## src/design/besm_pkg.sv

```systemverilog
// micro-besm front end types
`default_nettype none

package besm_pkg;

    // field widths
    typedef logic [64:1] word_t;     // two instructions, left half in the upper bits
    typedef logic [3:0]  modidx_t;   // modifier register index
    typedef logic [7:0]  opcode_t;
    typedef logic [19:0] addr_t;     // raw address field
    typedef logic [14:0] eaddr_t;    // machine address space

    localparam modidx_t STACK_MOD  = 4'd15;   // stack pointer modifier
    localparam opcode_t EXT_ESCAPE = 8'h3f;   // base opcode of extended form

    // decode stage result, one per half
    typedef struct packed {
        modidx_t ir;
        opcode_t op;
        logic    extop;
        logic    ir15;     // stack mode
        addr_t   addr;
    } decoded_t;

    // subsystem output
    typedef struct packed {
        opcode_t op;
        logic    extop;
        modidx_t ir;
        eaddr_t  eaddr;    // address after modification
    } insn_t;

endpackage

`default_nettype wire

```

## src/design/decode_stage.sv

```systemverilog
// two-half decode stage
`timescale 1ns/1ps
`default_nettype none

module decode_stage (
    input  wire                  clk,
    input  wire                  rst_n,
    input  wire                  pe,          // besm6 compatibility
    input  wire                  head_valid,
    input  wire besm_pkg::word_t head_word,
    output logic                 pop,         // whole word consumed
    output logic                 dec_valid,
    output besm_pkg::decoded_t   dec,
    input  wire                  dec_ready
);

    typedef enum logic {
        HALF_LEFT,
        HALF_RIGHT
    } half_e;

    half_e              half;        // which half goes next
    logic               tkk;
    logic               load;        // stage register takes a half
    besm_pkg::decoded_t dec_next;
    besm_pkg::modidx_t  d_ir;
    besm_pkg::opcode_t  d_op;
    logic               d_extop;
    logic               d_ir15;
    besm_pkg::addr_t    d_addr;

    assign tkk = (half == HALF_RIGHT);

    decoder u_decoder (
        .dc    (head_word),
        .pe    (pe),
        .tkk   (tkk),
        .ir    (d_ir),
        .op    (d_op),
        .extop (d_extop),
        .ir15  (d_ir15),
        .addr  (d_addr)
    );

    always_comb begin
        dec_next.ir    = d_ir;
        dec_next.op    = d_op;
        dec_next.extop = d_extop;
        dec_next.ir15  = d_ir15;
        dec_next.addr  = d_addr;
    end

    // register empty or draining this cycle
    assign load = head_valid && (!dec_valid || dec_ready);
    assign pop  = load && tkk;     // right half done so release the word

    always_ff @(posedge clk or negedge rst_n) begin
        if (!rst_n) begin
            half      <= HALF_LEFT;
            dec_valid <= 1'b0;
        end else begin
            dec_valid <= load || (dec_valid && !dec_ready);
            if (load)
                half <= tkk ? HALF_LEFT : HALF_RIGHT;
        end
    end

    always_ff @(posedge clk) begin
        if (load)
            dec <= dec_next;
    end

endmodule

`default_nettype wire

```

## src/design/decode_top.sv

```systemverilog
// micro-besm decode front end
`timescale 1ns/1ps
`default_nettype none

module decode_top #(
    parameter int BUF_DEPTH   = 4,      // word buffer entries
    parameter int OUT_CREDITS = 2       // downstream credits
) (
    input  wire                    clk,
    input  wire                    rst_n,
    input  wire                    pe,           // besm6 compatibility
    input  wire                    word_valid,
    input  wire besm_pkg::word_t   word,
    output logic                   word_credit,
    input  wire                    mod_wr,
    input  wire besm_pkg::modidx_t mod_idx,
    input  wire besm_pkg::eaddr_t  mod_data,
    output logic                   insn_valid,
    output besm_pkg::insn_t        insn,
    input  wire                    insn_credit
);

    logic               head_valid;
    besm_pkg::word_t    head_word;
    logic               pop;
    logic               dec_valid;
    besm_pkg::decoded_t dec;
    logic               dec_ready;

    word_buffer #(.BUF_DEPTH(BUF_DEPTH)) u_word_buffer (
        .clk, .rst_n, .word_valid, .word, .word_credit,
        .head_valid, .head_word, .pop
    );

    decode_stage u_decode_stage (
        .clk, .rst_n, .pe, .head_valid, .head_word, .pop,
        .dec_valid, .dec, .dec_ready
    );

    modifier_stage #(.OUT_CREDITS(OUT_CREDITS)) u_modifier_stage (
        .clk, .rst_n, .dec_valid, .dec, .dec_ready,
        .mod_wr, .mod_idx, .mod_data, .insn_valid, .insn, .insn_credit
    );

endmodule

`default_nettype wire

```

## src/design/decoder.sv

```systemverilog
// instruction half decoder
`timescale 1ns/1ps
`default_nettype none

module decoder (
    input  wire besm_pkg::word_t dc,      // instruction word
    input  wire                  pe,      // besm6 compatibility
    input  wire                  tkk,     // 1 = right half
    output besm_pkg::modidx_t    ir,      // modifier index
    output besm_pkg::opcode_t    op,
    output logic                 extop,   // extended opcode
    output logic                 ir15,    // stack mode
    output besm_pkg::addr_t      addr
);

    besm_pkg::opcode_t base_op;    // opcode before escape check
    besm_pkg::opcode_t next_op;    // byte after base opcode
    logic              long_fmt;   // besm6 format bit
    logic              short_sgn;  // sign of besm6 short address

    assign long_fmt  = tkk ? dc[32] : dc[56];
    assign short_sgn = tkk ? dc[31] : dc[55];
    assign next_op   = tkk ? dc[20:13] : dc[52:45];

    always_comb begin
        if (pe) begin
            // besm6 placement
            if (tkk) begin
                ir = dc[36:33];
                if (long_fmt) begin
                    base_op = {dc[32:28], 3'd0};
                    addr    = {5'd0, dc[27:13]};                   // 15-bit, zero fill
                end else begin
                    base_op = {2'b00, dc[30:25]};
                    addr    = {{8{short_sgn}}, dc[24:13]};         // signed 12-bit
                end
            end else begin
                ir = {dc[64], dc[59:57]};                          // split index field
                if (long_fmt) begin
                    base_op = {dc[56:52], 3'd0};
                    addr    = {5'd0, dc[51:37]};
                end else begin
                    base_op = {2'b00, dc[54:49]};
                    addr    = {{8{short_sgn}}, dc[48:37]};
                end
            end
        end else begin
            // native placement, 32 bits per half
            if (tkk) begin
                ir      = dc[32:29];
                base_op = dc[28:21];
                addr    = dc[20:1];
            end else begin
                ir      = dc[64:61];
                base_op = dc[60:53];
                addr    = dc[52:33];
            end
        end
    end

    // escape only exists in native mode
    assign extop = !pe && (base_op == besm_pkg::EXT_ESCAPE);
    assign op    = extop ? next_op : base_op;
    assign ir15  = (ir == besm_pkg::STACK_MOD);

endmodule

`default_nettype wire

```

## src/design/modifier_stage.sv

```systemverilog
// address modification stage
`timescale 1ns/1ps
`default_nettype none

module modifier_stage #(
    parameter int OUT_CREDITS           // downstream slots after reset
) (
    input  wire                     clk,
    input  wire                     rst_n,
    input  wire                     dec_valid,
    input  wire besm_pkg::decoded_t dec,
    output logic                    dec_ready,
    input  wire                     mod_wr,      // modifier write port
    input  wire besm_pkg::modidx_t  mod_idx,
    input  wire besm_pkg::eaddr_t   mod_data,
    output logic                    insn_valid,
    output besm_pkg::insn_t         insn,
    input  wire                     insn_credit  // one slot freed downstream
);

    localparam int CRD_W = $clog2(OUT_CREDITS + 1);

    typedef logic [CRD_W-1:0] credit_t;

    besm_pkg::eaddr_t mods [16];    // modifier file with entry 0 held at zero
    credit_t          credits;      // free downstream slots
    logic             out_valid;    // output register full
    logic             take;         // dec transfer
    besm_pkg::eaddr_t mod_val;
    besm_pkg::eaddr_t eaddr;

    assign take       = dec_valid && dec_ready;
    assign insn_valid = out_valid && (credits != '0);
    assign dec_ready  = !out_valid || insn_valid;   // free or leaving now

    assign mod_val = mods[dec.ir];
    assign eaddr   = dec.addr[14:0] + mod_val;      // wraps modulo 2^15

    always_ff @(posedge clk or negedge rst_n) begin
        if (!rst_n) begin
            for (int i = 0; i < 16; i++) begin
                mods[i] <= '0;
            end
        end else begin
            // stack mode post-increment after use
            if (take && dec.ir15)
                mods[besm_pkg::STACK_MOD] <= mods[besm_pkg::STACK_MOD] + 1'b1;
            // port write overrides the increment
            if (mod_wr && (mod_idx != '0))
                mods[mod_idx] <= mod_data;
        end
    end

    always_ff @(posedge clk or negedge rst_n) begin
        if (!rst_n) begin
            out_valid <= 1'b0;
            credits   <= credit_t'(OUT_CREDITS);
        end else begin
            out_valid <= take || (out_valid && !insn_valid);
            // send and return may coincide
            credits   <= credits - credit_t'(insn_valid) + credit_t'(insn_credit);
        end
    end

    always_ff @(posedge clk) begin
        if (take) begin
            insn.op    <= dec.op;
            insn.extop <= dec.extop;
            insn.ir    <= dec.ir;
            insn.eaddr <= eaddr;
        end
    end

    // downstream returned more than it was given
    a_credit_bound: assert property (@(posedge clk) disable iff (!rst_n)
        credits <= credit_t'(OUT_CREDITS))
        else $error("modifier_stage: credit counter overflow");

endmodule

`default_nettype wire

```

## src/design/word_buffer.sv

```systemverilog
// instruction word buffer
`timescale 1ns/1ps
`default_nettype none

module word_buffer #(
    parameter int BUF_DEPTH             // entries, also upstream credits
) (
    input  wire                  clk,
    input  wire                  rst_n,
    input  wire                  word_valid,
    input  wire besm_pkg::word_t word,
    output logic                 word_credit,  // one pulse per pop
    output logic                 head_valid,
    output besm_pkg::word_t      head_word,
    input  wire                  pop
);

    localparam int PTR_W = (BUF_DEPTH > 1) ? $clog2(BUF_DEPTH) : 1;
    localparam int CNT_W = $clog2(BUF_DEPTH + 1);

    typedef logic [PTR_W-1:0] ptr_t;
    typedef logic [CNT_W-1:0] cnt_t;

    besm_pkg::word_t mem [BUF_DEPTH];   // payload, no reset
    ptr_t            wr_ptr;
    ptr_t            rd_ptr;
    cnt_t            count;               // words held

    // wrap for depths that are not a power of two
    function automatic ptr_t ptr_inc(input ptr_t p);
        return (p == ptr_t'(BUF_DEPTH - 1)) ? '0 : p + 1'b1;
    endfunction

    always_ff @(posedge clk) begin
        if (word_valid)
            mem[wr_ptr] <= word;
    end

    always_ff @(posedge clk or negedge rst_n) begin
        if (!rst_n) begin
            wr_ptr      <= '0;
            rd_ptr      <= '0;
            count       <= '0;
            word_credit <= 1'b0;
        end else begin
            if (word_valid)
                wr_ptr <= ptr_inc(wr_ptr);
            if (pop)
                rd_ptr <= ptr_inc(rd_ptr);
            case ({word_valid, pop})
                2'b10:   count <= count + 1'b1;
                2'b01:   count <= count - 1'b1;
                default: count <= count;           // idle or push and pop together
            endcase
            word_credit <= pop;                    // credit goes back a cycle after pop
        end
    end

    assign head_valid = (count != '0);
    assign head_word  = mem[rd_ptr];

    // sender pushed without holding a credit
    a_no_overflow: assert property (@(posedge clk) disable iff (!rst_n)
        word_valid |-> count < cnt_t'(BUF_DEPTH))
        else $error("word_buffer: push into full buffer");

    a_no_underflow: assert property (@(posedge clk) disable iff (!rst_n)
        pop |-> head_valid)
        else $error("word_buffer: pop while empty");

endmodule

`default_nettype wire

```

## config.mk

```make
export PLATFORM = sky130hd
export DESIGN_NAME = decode_top
export DESIGN_NICKNAME = d
export VERILOG_FILES = /design/src/design/besm_pkg.sv /design/src/design/decode_stage.sv /design/src/design/decode_top.sv /design/src/design/decoder.sv /design/src/design/modifier_stage.sv /design/src/design/word_buffer.sv
export SDC_FILE = /design/constraint.sdc
export NUM_CORES = 1
export LEC_CHECK = 0
export ABC_CLOCK_PERIOD_IN_PS = 4830
export BUFFER_PORTS_ARGS = -buffer_cell sky130_fd_sc_hd__buf_4
export CAP_MARGIN = 5
export CORE_MARGIN = 3
export CORE_UTILIZATION = 55
export DETAILED_ROUTE_END_ITERATION = 12
export PLACE_DENSITY_LB_ADDON = 0.12
export SLEW_MARGIN = 10
export SYNTH_ARGS = -nofsm -noshare
export SYNTH_HDL_FRONTEND = slang
export SYNTH_HIERARCHICAL = 1
export SYNTH_SLANG_ARGS = --single-unit
```

## constraint.sdc

```tcl
create_clock -name clk -period 4.83 [get_ports clk]
set_clock_uncertainty 0.05 [all_clocks]
set_input_delay 0.966 -clock clk [delete_from_list [all_inputs] [get_ports clk]]
set_output_delay 0.966 -clock clk [all_outputs]
set_load 0.05 [all_outputs]
```

==> results of run 1 <==
-- power breakdown --
part	internal, mW	switching (mW)
Sequential	6.61	0.770
Combinational	3.28	3.60
Clock	2.30	1.77
-- cell type report --
cell class,instances,share of cell area
Sequential cell,566,0.572
Clock inverter,19,0.00432
Clock buffer,87,0.0588
Inverter,24,0.00327
Multi-Input combinational cell,648,0.292
Tap cell,585,0.0266
Timing Repair Buffer,148,0.0434
-- worst paths after layout --
| path | startpoint | end | slack, ns | cells after the start |
|---|---|---|---|---|
| max | u_decode_stage/dec[30] | u_modifier_stage/insn[14] | 0.96 | 11 |
| min | u_modifier_stage/mods[238] | u_modifier_stage/mods[238] | 0.32 | 0 |
| max reg2reg | u_decode_stage/dec[30] | u_modifier_stage/insn[14] | 0.96 | 11 |
| min reg2reg | u_modifier_stage/mods[238] | u_modifier_stage/mods[238] | 0.32 | 0 |
| max in group asynchronous | rst_n | u_modifier_stage/mods[159] | 3.34 | 2 |
| min in group asynchronous | rst_n | u_modifier_stage/mods[210] | 0.44 | 1 |
-- worst reg2reg max path, cell delays in order (launching register included) --
cell and delay (ns):
edfxtp_1 0.38, buf_12 0.41, mux4_2 0.61, mux4_2 0.54, ha_1 0.23, inv_1 0.07
fa_1 0.20, nor2b_1 0.08, o31a_1 0.29, o211ai_1 0.41, a32oi_1 0.19, xnor2_1 0.16
-- metrics by stage --
step	worst slack [ns]	utilization	std cells	hold WS, ns
3_3_place_gp	1.02	0.594	1971	0.311
4_1_cts	0.920	0.635	2077	0.327
3_5_place_dp	0.971	0.594	1971	0.313
5_1_grt	0.728	0.635	2077	0.337
2_1_floorplan	1.29	-	1336	0.350
6_report	0.962	0.635	2077	0.323
-- flip-flops by register name (all words and copies together), names as in the netlist, 2 cells and up --
| name | flops |
|---|---|
| u_word_buffer/mem | 256 |
| u_modifier_stage/mods | 240 |
| u_modifier_stage/credits | 2 |
| u_word_buffer/rd_ptr | 2 |
| u_modifier_stage/insn | 28 |
| u_word_buffer/wr_ptr | 2 |
| u_decode_stage/dec | 29 |
| u_word_buffer/count | 3 |
-- cell usage in the layout, fill, tap and decap left out, types with 6 or more instances in the layout --
cell type,n
a21o_1,6
a21oi_1,26
and3_1,6
buf_12,6
buf_4,141
clkbuf_1,22
clkbuf_16,57
clkbuf_8,8
clkinv_1,10
clkinv_2,7
dfrtp_1,249
edfxtp_1,313
ha_1,23
inv_1,24
mux2_1,41
mux2_2,173
mux2i_1,15
mux4_1,7
mux4_2,153
nand2_1,15
nand2b_1,7
nor2_1,37
nor3_1,7
nor3b_1,6
o21a_1,7
o21ai_0,10
xnor2_1,24
-- per-layer routing --
metal,vias to the layer above,routed length (microns)
li1,5442,-
met1,6503,21700
met2,251,26600
met3,75,2400
met4,4,1120
met5,-,34
==> results.yml, run 1 <==
worst_hold_path:
  hold_path_class: "reg2reg"
cells_and_area:
  flow.area_growth_from_synthesis_pct: 13.0
  share_of_layout_cells_above_drive_strength_1: 0.379
  finished_layout_cell_area_sq_mm: 0.0275
  antenna-diode-count: 0
  num-nets-final: 1559
  multiInputGateArea_sq_mm: 0.00802
  regArea_sq_mm: 0.0157
  fillers: 3124
critical_path:
  critical-path-slowest-cell: "mux4_2"
  required_arrival_time_at_the_worst_endpoint_ns: 5.13
  launching_element_type_of_the_critical_path: "register"
  worst-endpoint-arrival_ns: 4.16
  worst-path-buf-inv: 2
  worst_path_largest_cell_delay_ns: 0.56
  crit_chain: "buf_12 > mux4_2 > mux4_2 > ha_1 > inv_1 > fa_1 > nor2b_1 > o31a_1 > o211ai_1 > a32oi_1 > xnor2_1"
  worst_setup_path_end_kind: "register"
  critical_path_class: "reg2reg"
  critical-path-top-delay-family: "multiplexers"
  worst_path_most_repeated_cell: "mux4_2"
  timing.critical_path.fanout_max: 61
placed_design:
  gp_congestion: 0.789
  post_dp_cell_area_sq_mm: 0.0258
  portBuffers: 118
  hpwlAfterDp_mm: 33.0
timing:
  finalHoldViolCount: 0
  setup_viol: 0
  setup_tns_ns: 0
  worst_pin_slew_ns: 1.14
  rsz0062_at_grt: "false"
  post-route-period-util: 0.801
  post-route-min-period_ns: 3.87
  final-max-slew-violation-count: 0
  clock.fmax_mhz: 259
  maxSlewHeadroom: 0.243
run_status:
  run_status: "completed"
route:
  antenna_left: 0
  routed_wirelength_mm: 51.8
  drt_drc_violations_left: 0
  drt-initial-drc-count: 816
  vias: 12300
  avgViaCountPerCell: 5.91
  wire_per_inst_microns: 25.0
  detail_route.first_pass.iterations: 5
global_route:
  top_usage_layer: "met2"
  grt_max_degree: 132
  grt_use_met1: 0.316
  gr-total-overflow: 0
  grt.met2_usage: 0.384
  antenna_found_initial: 2
  track_usage: 0.229
  grt_pass1_vias: 13000
  grt_first_pass_wirelength_mm: 80.5
  global_route.usage.met3: 0.0387
synthesis:
  ys.warnings.count: 6
  syn_avg_cell_area_sq_um: 18.2
  netlist_area_sq_mm: 0.0244
  synth_fp_nets: 1450
  synth_cells: 1336
power_and_ir_drop:
  total_power_mw: 18.3
  power.density_cell_area_mw_per_mm2: 666
  ir_worst_vdd_mv: 0.388
  power.static_leakage_nw: 10.5
floorplanning:
  die_y_microns: 216
  fp.coreArea_sq_mm: 0.0434
  boundaryPins: 119
  floorplan.die.width_microns: 216
  row_count: 76
  floorplan.die_area_sq_mm: 0.0468
  initial_core_util: 0.562
clocking:
  cts_tree: "built"
  cts_repair_resize_count: 0
  clock_tree.htree_level_count: 2
  tritoncts.num_buffers: 57
  cts_hold_buf: 0
  path_clk_slew_ns: 0.06
  clk_path_buf_depth: 3
  cts_root_buf: "clkbuf_16"
  post-cts-setup-buffers: 0
  numClockSinks: 566
  clk-insertion-delay-late_ns: 0.61
flow_run:
  max_cap_violations: 0
No activity file was read; power rests on OpenSTA's default activity.
==> run 2, diff against run 1 <==
ABC_CLOCK_PERIOD_IN_PS = 3800   (was 4830)
clock period = 3.8 ns   (was 4.83 ns; I/O delays follow)
==> run 2 against run 1 <==
Net effect: hold slack worse by 0.22 ns; non-clock buffer count is 18 higher; maximum frequency is 7.2% higher; combinational power is 33% higher; critical path type unchanged; largest power group unchanged.
==> results.yml, run 2 (synthesis results as in run 1) <==
cells_and_area:
  max_ffs_per_register: 256
  fillers: 3050
  layout_commonest_cell: "edfxtp_1"
  share_of_layout_cells_above_drive_strength_1: 0.391
  flow.area_growth_from_synthesis_pct: 14.2
  fin_cells: 2095
  max_flop_register: "u_word_buffer/mem"
  layout.core_utilization: 0.641
  num-nets-final: 1577
  layout.cells.most_common_list: "edfxtp_1, dfrtp_1, mux2_2, buf_4, mux4_2"
  reg_top3: "u_word_buffer/mem x256, u_modifier_stage/mods x240, u_decode_stage/dec x29"
route:
  vias: 12500
  detail_route.first_pass.iterations: 4
  drt-initial-drc-count: 912
  antenna_left: 0
  routed_wirelength_mm: 53.6
  wire_per_inst_microns: 25.6
  drt_drc_violations_left: 0
  avgViaCountPerCell: 5.94
timing:
  finalHoldViolCount: 0
  post-route-period-util: 0.949
  setup_viol: 0
  worst_pin_slew_ns: 0.884
  maxSlewHeadroom: 0.411
  setup_tns_ns: 0
  rsz0062_at_grt: "false"
  post-route-min-period_ns: 3.61
  final-max-slew-violation-count: 0
  clock.fmax_mhz: 277
global_route:
  grt_max_degree: 103
  antenna_found_initial: 2
  track_usage: 0.238
  grt_pass1_vias: 13400
  grt_first_pass_wirelength_mm: 83.6
  gr-total-overflow: 0
clocking:
  cts_root_buf: "clkbuf_16"
  clk_path_buf_depth: 3
  path_clk_slew_ns: 0.06
  post-cts-setup-buffers: 0
  cts_tree: "built"
  cts_hold_buf: 0
  numClockSinks: 566
  clk-insertion-delay-late_ns: 0.62
  tritoncts.num_buffers: 57
  clock_tree.htree_level_count: 2
critical_path:
  worst-endpoint-arrival_ns: 3.92
  worst_setup_path_end_kind: "register"
  critical-path-slowest-cell: "mux4_2"
  worst_path_largest_cell_delay_ns: 0.52
  timing.critical_path.fanout_max: 28
  required_arrival_time_at_the_worst_endpoint_ns: 4.11
  critical_path_class: "reg2reg"
  launching_element_type_of_the_critical_path: "register"
  crit_chain: "buf_12 > buf_12 > mux4_2 > mux4_2 > ha_1 > o21a_1 > o31a_1 > o211ai_1 > a32oi_1 > xnor2_1"
floorplanning:
  floorplan.die_area_sq_mm: 0.0468
  fp.coreArea_sq_mm: 0.0434
  boundaryPins: 119
  row_count: 76
  floorplan.die.width_microns: 216
  die_y_microns: 216
  initial_core_util: 0.562
placed_design:
  dpl.cell_count: 1989
  portBuffers: 118
  gp_congestion: 0.915
  hpwlAfterDp_mm: 34.5
run_status:
  run_status: "completed"
power_and_ir_drop:
  power.static_leakage_nw: 10.7
  power.density_cell_area_mw_per_mm2: 859
  ir_worst_vdd_mv: 0.557
worst_hold_path:
  hold_path_class: "in2async"
flow_run:
  max_cap_violations: 0
run 2: path summary, 6_finish.rpt:
check	start	endpoint	slack, ns	cells past startpoint
max in group asynchronous	rst_n	u_modifier_stage/mods[38]	2.57	2
worst min register to register	u_modifier_stage/mods[238]	u_modifier_stage/mods[238]	0.32	0
worst max register to register	u_decode_stage/dec[30]	u_modifier_stage/insn[14]	0.19	10
worst max-delay path	u_decode_stage/dec[30]	u_modifier_stage/insn[14]	0.19	10
min in group clk	word[1]	u_word_buffer/mem[2][1]	0.29	1
worst min-delay path	rst_n	u_modifier_stage/mods[177]	0.11	1
run 2: timing repair:
| item | in CTS | in global routing |
|---|---|---|
| gates resized for setup | 0 | 3 |
| setup endpoints to repair | 0 | 3 |
| hold endpoints to repair | 0 | 0 |
run 2: stage by stage:
stage	setup WS (ns)	instance area (sq um)	hold slack (ns)	total power, mW
detailed placement	0.170	26000	0.313	18.6
global placement	0.241	26000	0.312	18.4
floorplan	0.261	24400	0.350	15.7
finish	0.192	27800	0.106	23.9
global route	0.0204	27800	0.201	25.2
CTS	0.162	27800	0.175	24.1
run 2: area by class of cell:
type	instances	area, sq um	area share
clock inverters	29	294	0.0106
diodes	1	2.50	0.0000900
multi-input cells	648	8030	0.289
repair buffers	166	1380	0.0496
flip-flops and latches	566	15700	0.566
inverters	24	90.1	0.00324
well taps	585	732	0.0263
clock buffers	76	1550	0.0557
run 2: power by group:
part           switching [mW]  internal, mW
clock                    2.30          3.20
sequential              0.880          8.39
combinational            4.80          4.32
run 2: routing by layer:
layer / part of all wire / up-vias / GRT usage
met5: 0.00032 / - / 0
met4: 0.028 / 2 / 0.0805
met3: 0.050 / 85 / 0.0404
met2: 0.51 / 298 / 0.395
met1: 0.41 / 6588 / 0.325
li1: - / 5478 / -
run 2: critical path, delay by kind of cell, from the launching register on:
kind	cells	cell delay (ns)
DFF	1	0.37
adders and majority gates	1	0.35
muxes	2	1.02
xor gates and xnor gates	1	0.16
AOI/OAI and AO/OA	4	0.85
buffers and inverters	2	0.50
